[src/cpuPkg.sv]
`default_nettype none

package cpuPkg;

	// --------------------------------------------------
	// Sizes
	localparam int dataWidth = 8;
	localparam int addrWidth = 8;
	localparam int memDepth  = 256;

	// --------------------------------------------------
	// Opcodes, unknown values run as no-op
	localparam logic [dataWidth-1:0] opLda = 8'h01;
	localparam logic [dataWidth-1:0] opSta = 8'h02;
	localparam logic [dataWidth-1:0] opAdd = 8'h03;
	localparam logic [dataWidth-1:0] opSub = 8'h04;
	localparam logic [dataWidth-1:0] opAnd = 8'h05;
	localparam logic [dataWidth-1:0] opXor = 8'h06;
	localparam logic [dataWidth-1:0] opLdi = 8'h07; // Immediate load
	localparam logic [dataWidth-1:0] opJmp = 8'h08;
	localparam logic [dataWidth-1:0] opJz  = 8'h09;
	localparam logic [dataWidth-1:0] opJc  = 8'h0A;
	localparam logic [dataWidth-1:0] opOut = 8'h0B;
	localparam logic [dataWidth-1:0] opHlt = 8'h0F;

	// --------------------------------------------------
	// Types
	typedef enum logic [2:0] {
		aluPass,
		aluAdd,
		aluSub,
		aluAnd,
		aluXor
	} aluOp_t;

	typedef enum logic [1:0] {
		stHalted,
		stFetchOp,
		stFetchArg,
		stExecute
	} ctrlState_t;

	typedef struct packed {
		logic                 we;
		logic [addrWidth-1:0] address;
		logic [dataWidth-1:0] wdata;
	} memReq_t;

	typedef struct packed {
		logic [dataWidth-1:0] value;
		logic                 zero;
		logic                 carry;
	} aluResult_t;

	// --------------------------------------------------
	// Reset contents: running sum of bytes 128..131, carry flag, store to 132
	localparam logic [dataWidth-1:0] bootImage [memDepth] = '{
		0:   8'h01, 1:   8'h80, // LDA 128
		2:   8'h0B, 3:   8'h00, // OUT
		4:   8'h03, 5:   8'h81, // ADD 129
		6:   8'h0B, 7:   8'h00,
		8:   8'h03, 9:   8'h82, // ADD 130
		10:  8'h0B, 11:  8'h00,
		12:  8'h03, 13:  8'h83, // ADD 131, sets carry
		14:  8'h0B, 15:  8'h00,
		16:  8'h02, 17:  8'h84, // STA 132
		18:  8'h0A, 19:  8'h16, // JC 22
		20:  8'h0F, 21:  8'h00, // HLT without carry
		22:  8'h07, 23:  8'h01, // LDI 1
		24:  8'h0B, 25:  8'h00, // OUT carry marker
		26:  8'h0F, 27:  8'h00, // HLT
		128: 8'h12,
		129: 8'h34,
		130: 8'h56,
		131: 8'h78,
		default: 8'h00
	};

endpackage

`default_nettype wire

[src/cpuAlu.sv]
`timescale 1ns/10ps
`default_nettype none

module cpuAlu (
	input  cpuPkg::aluOp_t                aluSel,
	input  logic [cpuPkg::dataWidth-1:0]  a,
	input  logic [cpuPkg::dataWidth-1:0]  b,
	output cpuPkg::aluResult_t            result
);

	logic [cpuPkg::dataWidth:0]   sum;
	logic [cpuPkg::dataWidth:0]   diff;
	logic [cpuPkg::dataWidth-1:0] value;
	logic                         carry;

	assign sum  = {1'b0, a} + {1'b0, b};
	assign diff = {1'b0, a} - {1'b0, b}; // MSB is the borrow

	always_comb begin
		value = b;
		carry = 1'b0;
		case (aluSel)
			cpuPkg::aluPass: value = b;
			cpuPkg::aluAdd: begin
				value = sum[cpuPkg::dataWidth-1:0];
				carry = sum[cpuPkg::dataWidth];
			end
			cpuPkg::aluSub: begin
				value = diff[cpuPkg::dataWidth-1:0];
				carry = diff[cpuPkg::dataWidth]; // Set when b > a
			end
			cpuPkg::aluAnd: value = a & b;
			cpuPkg::aluXor: value = a ^ b;
			default: value = b;
		endcase
	end

	assign result.value = value;
	assign result.zero  = (value == '0);
	assign result.carry = carry;

endmodule

`default_nettype wire

[src/cpuControl.sv]
`timescale 1ns/10ps
`default_nettype none

module cpuControl (
	input  logic                            clk,
	input  logic                            nRst,
	input  logic                            start,
	input  logic [cpuPkg::dataWidth-1:0]    opcode,
	input  logic [cpuPkg::dataWidth-1:0]    operand,
	input  logic [cpuPkg::addrWidth-1:0]    pc,
	input  logic [cpuPkg::dataWidth-1:0]    acc,
	input  logic                            zero,
	input  logic                            carry,
	output cpuPkg::memReq_t                 cpuReq,
	output logic                            coreActive,
	output logic                            halted,
	output logic                            opLoad,
	output logic                            argLoad,
	output logic                            accLoad,
	output logic                            flagLoad,
	output logic                            carryLoad,
	output logic                            pcInc,
	output logic                            pcLoad,
	output logic                            pcClear,
	output logic                            outLoad,
	output logic                            immSel,
	output cpuPkg::aluOp_t                  aluSel
);

	cpuPkg::ctrlState_t state;
	cpuPkg::ctrlState_t nextState;
	logic               inExecute;

	assign inExecute  = (state == cpuPkg::stExecute);
	assign halted     = (state == cpuPkg::stHalted);
	assign coreActive = !halted;

	// Data access in execute, instruction fetch otherwise
	assign cpuReq.address = inExecute ? operand : pc;
	assign cpuReq.wdata   = acc;
	assign cpuReq.we      = inExecute && (opcode == cpuPkg::opSta);

	always_ff @(posedge clk or negedge nRst) begin
		if (!nRst)
			state <= cpuPkg::stHalted;
		else
			state <= nextState;
	end

	// --------------------------------------------------
	// Next state and strobes
	always_comb begin
		nextState = state;
		opLoad    = 1'b0;
		argLoad   = 1'b0;
		accLoad   = 1'b0;
		flagLoad  = 1'b0;
		carryLoad = 1'b0;
		pcInc     = 1'b0;
		pcLoad    = 1'b0;
		pcClear   = 1'b0;
		outLoad   = 1'b0;
		immSel    = 1'b0;
		aluSel    = cpuPkg::aluPass;
		case (state)
			cpuPkg::stHalted: begin
				if (start) begin
					pcClear   = 1'b1; // Always run from address 0
					nextState = cpuPkg::stFetchOp;
				end
			end
			cpuPkg::stFetchOp: begin
				opLoad    = 1'b1;
				pcInc     = 1'b1;
				nextState = cpuPkg::stFetchArg;
			end
			cpuPkg::stFetchArg: begin
				argLoad   = 1'b1;
				pcInc     = 1'b1;
				nextState = cpuPkg::stExecute;
			end
			cpuPkg::stExecute: begin
				nextState = cpuPkg::stFetchOp;
				case (opcode)
					cpuPkg::opLda, cpuPkg::opAnd, cpuPkg::opXor: begin
						accLoad  = 1'b1;
						flagLoad = 1'b1;
					end
					cpuPkg::opAdd, cpuPkg::opSub: begin
						accLoad   = 1'b1;
						flagLoad  = 1'b1;
						carryLoad = 1'b1;
					end
					cpuPkg::opLdi: begin
						accLoad  = 1'b1;
						flagLoad = 1'b1;
						immSel   = 1'b1;
					end
					cpuPkg::opJmp: pcLoad = 1'b1;
					cpuPkg::opJz:  pcLoad = zero;
					cpuPkg::opJc:  pcLoad = carry;
					cpuPkg::opOut: outLoad = 1'b1;
					cpuPkg::opHlt: nextState = cpuPkg::stHalted;
					default: ; // STA and unknown opcodes
				endcase
				case (opcode)
					cpuPkg::opAdd: aluSel = cpuPkg::aluAdd;
					cpuPkg::opSub: aluSel = cpuPkg::aluSub;
					cpuPkg::opAnd: aluSel = cpuPkg::aluAnd;
					cpuPkg::opXor: aluSel = cpuPkg::aluXor;
					default:       aluSel = cpuPkg::aluPass;
				endcase
			end
			default: nextState = cpuPkg::stHalted;
		endcase
	end

endmodule

`default_nettype wire

[src/cpuDatapath.sv]
`timescale 1ns/10ps
`default_nettype none

module cpuDatapath (
	input  logic                            clk,
	input  logic                            nRst,
	input  logic [cpuPkg::dataWidth-1:0]    rdata,
	input  logic                            opLoad,
	input  logic                            argLoad,
	input  logic                            accLoad,
	input  logic                            flagLoad,
	input  logic                            carryLoad,
	input  logic                            pcInc,
	input  logic                            pcLoad,
	input  logic                            pcClear,
	input  logic                            outLoad,
	input  logic                            immSel,
	input  cpuPkg::aluOp_t                  aluSel,
	output logic [cpuPkg::dataWidth-1:0]    opcode,
	output logic [cpuPkg::dataWidth-1:0]    operand,
	output logic [cpuPkg::addrWidth-1:0]    pc,
	output logic [cpuPkg::dataWidth-1:0]    acc,
	output logic                            zero,
	output logic                            carry,
	output logic                            outValid,
	output logic [cpuPkg::dataWidth-1:0]    outData
);

	logic [cpuPkg::dataWidth-1:0] aluB;
	cpuPkg::aluResult_t           aluRes;

	// LDI feeds the operand instead of the memory byte
	assign aluB = immSel ? operand : rdata;

	cpuAlu cpuAlu_inst (
		.aluSel (aluSel),
		.a      (acc),
		.b      (aluB),
		.result (aluRes)
	);

	// --------------------------------------------------
	// Instruction registers
	always_ff @(posedge clk or negedge nRst) begin
		if (!nRst) begin
			opcode  <= '0;
			operand <= '0;
		end else begin
			if (opLoad)
				opcode <= rdata;
			if (argLoad)
				operand <= rdata;
		end
	end

	// Program counter, clear wins over load over increment
	always_ff @(posedge clk or negedge nRst) begin
		if (!nRst) begin
			pc <= '0;
		end else if (pcClear) begin
			pc <= '0;
		end else if (pcLoad) begin
			pc <= operand;
		end else if (pcInc) begin
			pc <= pc + 1'b1;
		end
	end

	// --------------------------------------------------
	// Accumulator and flags
	always_ff @(posedge clk or negedge nRst) begin
		if (!nRst) begin
			acc   <= '0;
			zero  <= 1'b0;
			carry <= 1'b0;
		end else begin
			if (accLoad)
				acc <= aluRes.value;
			if (flagLoad)
				zero <= aluRes.zero;
			if (carryLoad)
				carry <= aluRes.carry; // ADD and SUB only
		end
	end

	// Output port
	always_ff @(posedge clk or negedge nRst) begin
		if (!nRst) begin
			outData  <= '0;
			outValid <= 1'b0;
		end else begin
			outValid <= outLoad; // One cycle strobe
			if (outLoad)
				outData <= acc;
		end
	end

endmodule

`default_nettype wire

[src/cpuMemory.sv]
`timescale 1ns/10ps
`default_nettype none

module cpuMemory (
	input  logic                            clk,
	input  logic                            nRst,
	input  logic                            coreActive,
	input  cpuPkg::memReq_t                 cpuReq,
	input  cpuPkg::memReq_t                 hostReq,
	output logic [cpuPkg::dataWidth-1:0]    rdata
);

	logic [cpuPkg::dataWidth-1:0] mem [cpuPkg::memDepth];
	cpuPkg::memReq_t              req;

	// Core owns the memory while running
	assign req = coreActive ? cpuReq : hostReq;

	assign rdata = mem[req.address]; // Combinational read

	always_ff @(posedge clk or negedge nRst) begin
		if (!nRst) begin
			for (int i = 0; i < cpuPkg::memDepth; i++) begin
				mem[i] <= cpuPkg::bootImage[i]; // Boot program
			end
		end else if (req.we) begin
			mem[req.address] <= req.wdata;
		end
	end

endmodule

`default_nettype wire

[src/cpuTop.sv]
`timescale 1ns/10ps
`default_nettype none

module cpuTop (
	input  logic                            clk,
	input  logic                            nRst,
	input  logic                            start,
	input  cpuPkg::memReq_t                 hostReq,
	output logic [cpuPkg::dataWidth-1:0]    hostRdata,
	output logic [cpuPkg::dataWidth-1:0]    outData,
	output logic                            outValid,
	output logic                            halted
);

	cpuPkg::memReq_t              cpuReq;
	cpuPkg::aluOp_t               aluSel;
	logic [cpuPkg::dataWidth-1:0] rdata;
	logic [cpuPkg::dataWidth-1:0] opcode;
	logic [cpuPkg::dataWidth-1:0] operand;
	logic [cpuPkg::addrWidth-1:0] pc;
	logic [cpuPkg::dataWidth-1:0] acc;
	logic                         zero;
	logic                         carry;
	logic                         coreActive;
	logic                         opLoad;
	logic                         argLoad;
	logic                         accLoad;
	logic                         flagLoad;
	logic                         carryLoad;
	logic                         pcInc;
	logic                         pcLoad;
	logic                         pcClear;
	logic                         outLoad;
	logic                         immSel;

	assign hostRdata = rdata; // Same read port as the core

	cpuMemory cpuMemory_inst (
		.clk        (clk),
		.nRst       (nRst),
		.coreActive (coreActive),
		.cpuReq     (cpuReq),
		.hostReq    (hostReq),
		.rdata      (rdata)
	);

	cpuDatapath cpuDatapath_inst (
		.clk       (clk),
		.nRst      (nRst),
		.rdata     (rdata),
		.opLoad    (opLoad),
		.argLoad   (argLoad),
		.accLoad   (accLoad),
		.flagLoad  (flagLoad),
		.carryLoad (carryLoad),
		.pcInc     (pcInc),
		.pcLoad    (pcLoad),
		.pcClear   (pcClear),
		.outLoad   (outLoad),
		.immSel    (immSel),
		.aluSel    (aluSel),
		.opcode    (opcode),
		.operand   (operand),
		.pc        (pc),
		.acc       (acc),
		.zero      (zero),
		.carry     (carry),
		.outValid  (outValid),
		.outData   (outData)
	);

	cpuControl cpuControl_inst (
		.clk        (clk),
		.nRst       (nRst),
		.start      (start),
		.opcode     (opcode),
		.operand    (operand),
		.pc         (pc),
		.acc        (acc),
		.zero       (zero),
		.carry      (carry),
		.cpuReq     (cpuReq),
		.coreActive (coreActive),
		.halted     (halted),
		.opLoad     (opLoad),
		.argLoad    (argLoad),
		.accLoad    (accLoad),
		.flagLoad   (flagLoad),
		.carryLoad  (carryLoad),
		.pcInc      (pcInc),
		.pcLoad     (pcLoad),
		.pcClear    (pcClear),
		.outLoad    (outLoad),
		.immSel     (immSel),
		.aluSel     (aluSel)
	);

endmodule

`default_nettype wire

[config.mk]
export PLATFORM = sky130hd
export DESIGN_NAME = cpuTop
export DESIGN_NICKNAME = d
export VERILOG_FILES = /design/src/cpuPkg.sv /design/src/cpuAlu.sv /design/src/cpuControl.sv /design/src/cpuDatapath.sv /design/src/cpuMemory.sv /design/src/cpuTop.sv
export SDC_FILE = /design/constraint.sdc
export NUM_CORES = 2
export LEC_CHECK = 0
export BUFFER_PORTS_ARGS = -buffer_cell sky130_fd_sc_hd__buf_4
export CORE_UTILIZATION = 45
export CTS_CLUSTER_SIZE = 40
export DETAILED_ROUTE_END_ITERATION = 12
export MAX_ROUTING_LAYER = met4
export SYNTH_ARGS = -nofsm -noshare
export SYNTH_HDL_FRONTEND = slang
export SYNTH_SLANG_ARGS = --single-unit
[constraint.sdc]
create_clock -name clk -period 7.5 [get_ports clk]
set_clock_uncertainty 0.2 [all_clocks]
set_input_delay 0.75 -clock clk [delete_from_list [all_inputs] [get_ports clk]]
set_output_delay 0.75 -clock clk [all_outputs]
set_load 0.01 [all_outputs]
# ---- Word level (Yosys, flattened, before mapping)
# Index checks and enable logic that the tools add are counted.
dict set report word_totals {
  register_bits 2093
  input_bits 20
  output_inout_bits 18
  word_cells 335
}
dict set report op_classes {
  addsub 3
  order_cmp 2
  n_eq_ne 20
  mux 34
  bitwise 3
  n_reduce_logical 8
}
# op count
set op_table {}
lappend op_table {{bitwise mux 2048 bit} 1}
lappend op_table {{binary-select mux 8 bit (select 8 bit)} 1}
lappend op_table {{demux 8 bit (select 8 bit)} 1}
lappend op_table {{two-way mux 8 bit} 8}
lappend op_table {{== test 8 x 4 -> 1 bit (second input constant)} 5}
lappend op_table {{== test 8 x 3 -> 1 bit (second input constant)} 4}
lappend op_table {{one-hot mux 8 bit (4 select lines)} 1}
lappend op_table {{two-way mux 17 bit} 1}
lappend op_table {{== test 8 x 2 -> 1 bit (second input constant)} 2}
lappend op_table {{two-way mux 1 bit} 15}
lappend op_table {{one-hot mux 3 bit (4 select lines)} 1}
lappend op_table {{adder 8 x 8 -> 9 bit} 1}
lappend op_table {{greater-or-equal comparator 9 bit (second input constant)} 1}
lappend op_table {{less-than comparator 9 x 1 -> 1 bit (second input constant)} 1}
lappend op_table {{inverter 8 -> 9 bit} 1}
lappend op_table {{subtractor 8 x 8 -> 9 bit} 1}
lappend op_table {{adder 8 x 1 -> 8 bit (second input constant)} 1}
lappend op_table {{bitwise AND 8 bit} 1}
lappend op_table {{== test 8 x 1 -> 1 bit (second input constant)} 1}
lappend op_table {{zero test 8 bit} 1}
lappend op_table {{one-hot mux 2 bit (4 select lines)} 1}
lappend op_table {{XOR 8 bit} 1}
lappend op_table {{== test 3 x 2 -> 1 bit (second input constant)} 2}
lappend op_table {{OR reduction 6 bit} 1}
lappend op_table {{other kinds (13)} 16}

# ---- Logic depth before layout (Yosys ltp)
dict set report depth {
  word_depth 11
  mapped_depth 32
  ltp_nobuf 25
}

# ---- Cells and area by module
# Synthesis repeated with hierarchy kept, for this count alone.
dict set report hier_totals {
  hier_cells 8680
  hier_area_um2 92776.5
}
# module n_inst cells_each area_per_inst_um2
set by_module_without_submodules {}
lappend by_module_without_submodules {cpuMemory 1 8307 89196.8}
lappend by_module_without_submodules {cpuDatapath 1 135 1815.5}
lappend by_module_without_submodules {cpuAlu 1 174 1257.5}
lappend by_module_without_submodules {cpuControl 1 64 506.7}

# ---- Worst setup path after synthesis
# No wires, ideal clock.
dict set report synth_timing {
  path_kind {reg-to-reg}
  start {reg cpuControl_inst.state[0]}
  end {reg cpuDatapath_inst.zero}
  setup_time_ns 0.066
  arrival_ns 5.807
  t_required_ns 7.234
  slack_ns 1.426
  path_stages_with_launch 29
  n_path_buf 6
  cell_sequence {dfrtp_1 inv_1 ha_1 buf_2 buf_2 o21ai_2 buf_2 buf_2 buf_2 clkbuf_1 nand2_1 a22oi_1 o22ai_1 o211ai_1 nor4bb_1 o211ai_1 o21a_1 ha_1 nand2b_1 a21oi_1 o21ai_0 and2_1 o31a_1 a211o_1 a21o_1 a222oi_1 o21ai_1 a2111oi_2 a41o_1}
}
dict set report synth_between {
  elab_cells_between_ends 22
  classes_between {add/sub (2); eq/ne (5); mux (10); bitwise (3); reduce/logical (2)}
}
# element line_no
set synth_lines {}
lappend synth_lines {{start, declared} cpuControl.sv:30} ;# cpuPkg::ctrlState_t state;
lappend synth_lines {{start signal, assigned} cpuControl.sv:45} ;# state <= cpuPkg::stHalted;
lappend synth_lines {{start signal, assigned} cpuControl.sv:47} ;# state <= nextState;
lappend synth_lines {{zero test 2 bit (*)} cpuControl.sv:35} ;# assign halted = (state == cpuPkg::stHalted);
lappend synth_lines {{net halted} cpuTop.sv:12} ;# output logic halted
lappend synth_lines {{two-way mux 17 bit (*)} cpuMemory.sv:17} ;# assign req = coreActive ? cpuReq : hostReq;
lappend synth_lines {{inverter 8 -> 9 bit (not written as such) (*)} cpuMemory.sv:19} ;# assign rdata = mem[req.address];
lappend synth_lines {{binary-select mux 8 bit (select 8 bit) (*)} cpuMemory.sv:19}
lappend synth_lines {{two-way mux 8 bit (not written as such) (*) (2 in series)} cpuMemory.sv:19}
lappend synth_lines {{two-way mux 8 bit (*)} cpuDatapath.sv:33} ;# assign aluB = immSel ? operand : rdata;
lappend synth_lines {{subtractor 8 x 8 -> 9 bit (tied with other cells)} cpuAlu.sv:17} ;# assign diff = {1'b0, a} - {1'b0, b};
lappend synth_lines {{one-hot mux 8 bit (4 select lines) (*)} cpuAlu.sv:22} ;# case (aluSel)
lappend synth_lines {{zero test 8 bit (*)} cpuAlu.sv:39} ;# assign result.zero = (value == '0);
lappend synth_lines {{end signal, assigned} cpuDatapath.sv:80} ;# zero <= aluRes.zero;
lappend synth_lines {{end, declared} cpuDatapath.sv:23} ;# output logic zero,
# The timed path passes the listed nets; every way through them passes the cells marked *. The select of a mux whose other input is x is not followed.
# A chain may end at the register's enable or synchronous reset.

# ---- Worst setup path after layout
dict set report layout_timing {
  start {reg cpuControl_inst.state[0]}
  end {reg cpuDatapath_inst.zero}
}
dict set report layout_between {
  elab_chain_len 11
  elab_cells_between_ends 22
  classes_between {add/sub (2); eq/ne (5); mux (10); bitwise (3); reduce/logical (2)}
}
# element line_no
set layout_rtl {}
lappend layout_rtl {{== test 2 bit} {cpuControl.sv:34, cpuControl.sv:65}}
lappend layout_rtl {{two-way mux 8 bit} cpuControl.sv:39} ;# assign cpuReq.address = inExecute ? operand : pc;
lappend layout_rtl {{two-way mux 17 bit} cpuMemory.sv:17}
lappend layout_rtl {{inverter 8 -> 9 bit (not written as such)} cpuMemory.sv:19}
lappend layout_rtl {{binary-select mux 8 bit (select 8 bit)} cpuMemory.sv:19}
lappend layout_rtl {{two-way mux 8 bit (not written as such) (2 in series)} cpuMemory.sv:19}
lappend layout_rtl {{two-way mux 8 bit} cpuDatapath.sv:33}
lappend layout_rtl {{subtractor 8 x 8 -> 9 bit (tied with other cells)} cpuAlu.sv:17}
lappend layout_rtl {{one-hot mux 8 bit (4 select lines)} cpuAlu.sv:22}
lappend layout_rtl {{zero test 8 bit} cpuAlu.sv:39}
# Several ways; a longest one is shown, not always the timed one. The select of a mux whose other input is x is not followed.

==> results.tsv <==
metric	value	unit
placed insts	12754	
fillcell total	19277	
row cnt	168	
commonest non-fill, non-tap cells in the layout	a21oi_1 (2320), nor2_1 (2305), dfrtp_1 (2030), nand2_1 (958), buf_4 (386)	
DR vias/cell	6.033	
post-detail-place hpwl	222.5	mm
combinational share of power	1.2	%
CP endpoint kind	register	
RSZ-0062 raised after global routing	no	
antenna-violating nets left	0	
GPL Wtd Cong	1.001	
largest family of logic cells by synthesized area	compound AO/OA/AOI/OAI gates	
Post-synth EDFFs	0	
Clock Power Share	49.0	%
I/O Buffers	37	
wire length per cell	26.17	microns
DRT Wirelength	344.9	mm
simple-gate share of the synthesized area	15.95	%
sequential share of power	49.8	%
Synth Flop Type	dfrtp_1	
syn_nets	10435	
Post-Syn Area	95610	sq um
cells after synthesis	10390	
share of post-route cells with drive strength above 1	11.04	%
I/O pins	38	
most common cell after layout, fill and taps aside	a21oi_1	
switching part of the total	21.86	%
critical path data required time	8.11	ns
CP arrival	8.01	ns
Die W	462.9	microns
gr ovfl total	0	
post-synthesis mux area share	5.332	%
Root Driver	clkbuf_16	
Clock Sinks	2093	
Design Power	22.67	mW
gr usage total	32.64	%
1st-iter DRT viols	9336	
Hold WC Path Type	in -> reg	
Post-Synth XOR/XNOR Area	0.09161	%
Fin Hold WS	0.07880	ns
nets	10232	
H-tree depth	4	
fraction of registers with async set/reset	100.0	%
final setup fails	0	
Clk Latency, worst-skew pair	0.90	ns
leakage	47.91	nW
Internal Dissipation	17.71	mW
post-synthesis sequential area ratio	54.86	%
critical path type	reg -> reg	
TritonCTS clock tree	built	
Initial Util	45.44	%
Adder-Cell Fraction of Synth Area	0.3429	%
crit-path max FO	18	
Slew Viols, Final	0	
Period minus WS final	7.397	ns
Worst-Margin Slew	1.426	ns
final std cells w/o fill	13179	
Avg Inst Size Synth	9.202	sq um
final hold viol count	0	
drt pass-1 iters	8	
pwr/cell area	212.1	nW/um^2
number of global-route vias before repair	75749	
Max Clock Freq	0.1352	GHz
clock slew at reported path FFs	0.06	ns
fin area	106900	sq um
Ys Warns	0	
peak supply drop	0.0002407	V
first-pass GRT wire length	510.9	mm
#FFs+latches synth	2093	
Num CTS Buffers	223	
P_sw	4.956	mW
max_slew headroom	4.578	%
via count	79504	
core footprint	210400	sq um
fin crit share	98.62	%
startpoint type of the worst setup path	register	
Area Growth Syn to Fin	11.76	%
Post-DP Area	99310	sq um
post-synthesis compound-gate area fraction	18.67	%
die area	214300	sq um
maxcap violations	0	
# DRC	0	
Yosys cell types	98	
status	finished, final reports clean	
CTS Buffer Depth	3	
initial antenna violation count	15	
largest net degree at the start of global routing	154	
die height	462.9	microns
worst max-delay path, stage by stage (launching register included):
cell and delay [ns]:
dfrtp_1 0.41, ha_1 0.21, buf_4 0.21, mux2i_1 0.20, o21a_2 0.32, nor2_4 0.95
buf_4 0.41, a21o_1 0.14, a21oi_1 0.04, o21ai_0 0.59, and4_1 0.51, nor4_2 0.13
buf_4 0.17, a21oi_1 0.32, inv_1 0.08, ha_1 0.30, nor2_1 0.10, o21ai_0 0.11
and2_1 0.19, o31a_1 0.26, a211o_1 0.31, a21o_1 0.16, a222oi_1 0.29, o21ai_1 0.15
a2111oi_2 0.35, a41o_1 0.21
Yosys cell counts (64+ instances only):
cell | n | area (sq um)
nor2_1 | 2313 | 8682
o211ai_1 | 167 | 1254
buf_4 | 70 | 525.5
a21oi_1 | 2320 | 11610
a32oi_1 | 133 | 1165
mux2i_1 | 257 | 2572
nand2_1 | 971 | 3645
nor2_2 | 81 | 506.7
dfrtp_1 | 2030 | 50800
nand3_1 | 241 | 1206
inv_1 | 92 | 345.3
a211oi_1 | 64 | 480.5
a22oi_1 | 83 | 623.1
buf_2 | 374 | 1872
mux4_2 | 86 | 1937
clkbuf_1 | 390 | 1464
logic make-up (layout without fill, tap and decap cells):
logic type | Yosys count | count (layout)
mux | 393 | 393
compound gates | 3104 | 3104
buf+inv | 978 | 951
simple gates | 3787 | 3788
flops | 2093 | 2093
fa+ha+maj | 25 | 25
other cells | 0 | 10
xor+xnor | 10 | 10
per-stage QoR:
stage	worst slack (ns)	setup TNS [ns]	util, %
2_1_floorplan	1.426	0	-
3_3_place_gp	-0.2892	-0.3716	47.20
3_5_place_dp	-0.3756	-0.5336	47.20
4_1_cts	0.05400	0	50.70
5_1_grt	0.01001	0	50.78
6_report	0.1034	0	50.78
flip-flops by register name, summed over array words and instances, names as in the netlist:
signal / cells
cpuDatapath_inst.operand: 8
cpuMemory_inst.mem: 2048
cpuDatapath_inst.outValid: 1
cpuControl_inst.state: 2
cpuDatapath_inst.outData: 8
cpuDatapath_inst.acc: 8
cpuDatapath_inst.pc: 8
cpuDatapath_inst.opcode: 8
cpuDatapath_inst.zero: 1
cpuDatapath_inst.carry: 1
routing by layer:
layer / up-vias / global-route usage [%] / part of all wire [%]
met3: 890 / 6.893 / 9.5
met5: - / - / 0
met4: 0 / 15.21 / 5.4
met1: 39390 / 44.14 / 41
li1: 35460 / - / -
met2: 3764 / 46.92 / 44
final cells by class:
cell class                 instances  area (sq um)  share of cell area [%]
sequential                      2093         52450                   49.09
multi-input combinational       7320         38930                   36.44
clock buffer                     342          6661                   6.234
timing repair buffer             456          4269                   3.995
tap                             2805          3510                   3.285
clock inverter                    60         649.4                  0.6077
inverter                          93         349.1                  0.3267
antenna                           10         25.02                 0.02342
what timing repair did:
item                                   CTS  global route
hold buffers                             2             0
setup endpoints to repair                2             3
cloned                                   0             4
buffers inserted                         5             2
resized for setup                        1            14
endpoints found under the hold margin  119             0
pin swaps                                2             4
power groups by stage:
stage | Combinational (mW) | Clock, mW | Sequential (mW)
floorplan | 0.000475 | 0 | 11.5
global placement | 0.270 | 0 | 11.5
detailed placement | 0.275 | 0 | 11.5
CTS | 0.276 | 11.2 | 11.3
global route | 0.307 | 11.7 | 11.3
finish | 0.262 | 11.1 | 11.3
worst paths after layout:
check,depth (start not counted),from,to,slack (ns)
setup / recovery,25,cpuControl_inst.state[0]$_DFFE_PN0P_,cpuDatapath_inst.zero$_DFFE_PN0P_,0.10
hold / removal,3,hostReq[5],cpuMemory_inst.mem[837]$_DFFE_PN0P_,0.08
setup reg to reg,25,cpuControl_inst.state[0]$_DFFE_PN0P_,cpuDatapath_inst.zero$_DFFE_PN0P_,0.10
hold reg to reg,2,cpuDatapath_inst.outData[7]$_DFFE_PN0P_,cpuDatapath_inst.outData[7]$_DFFE_PN0P_,0.28
max in group asynchronous,4,nRst,cpuMemory_inst.mem[78]$_DFFE_PN0P_,4.67
min in group asynchronous,2,nRst,cpuMemory_inst.mem[802]$_DFFE_PN0P_,0.35
Power figures use the tool's default switching activity.
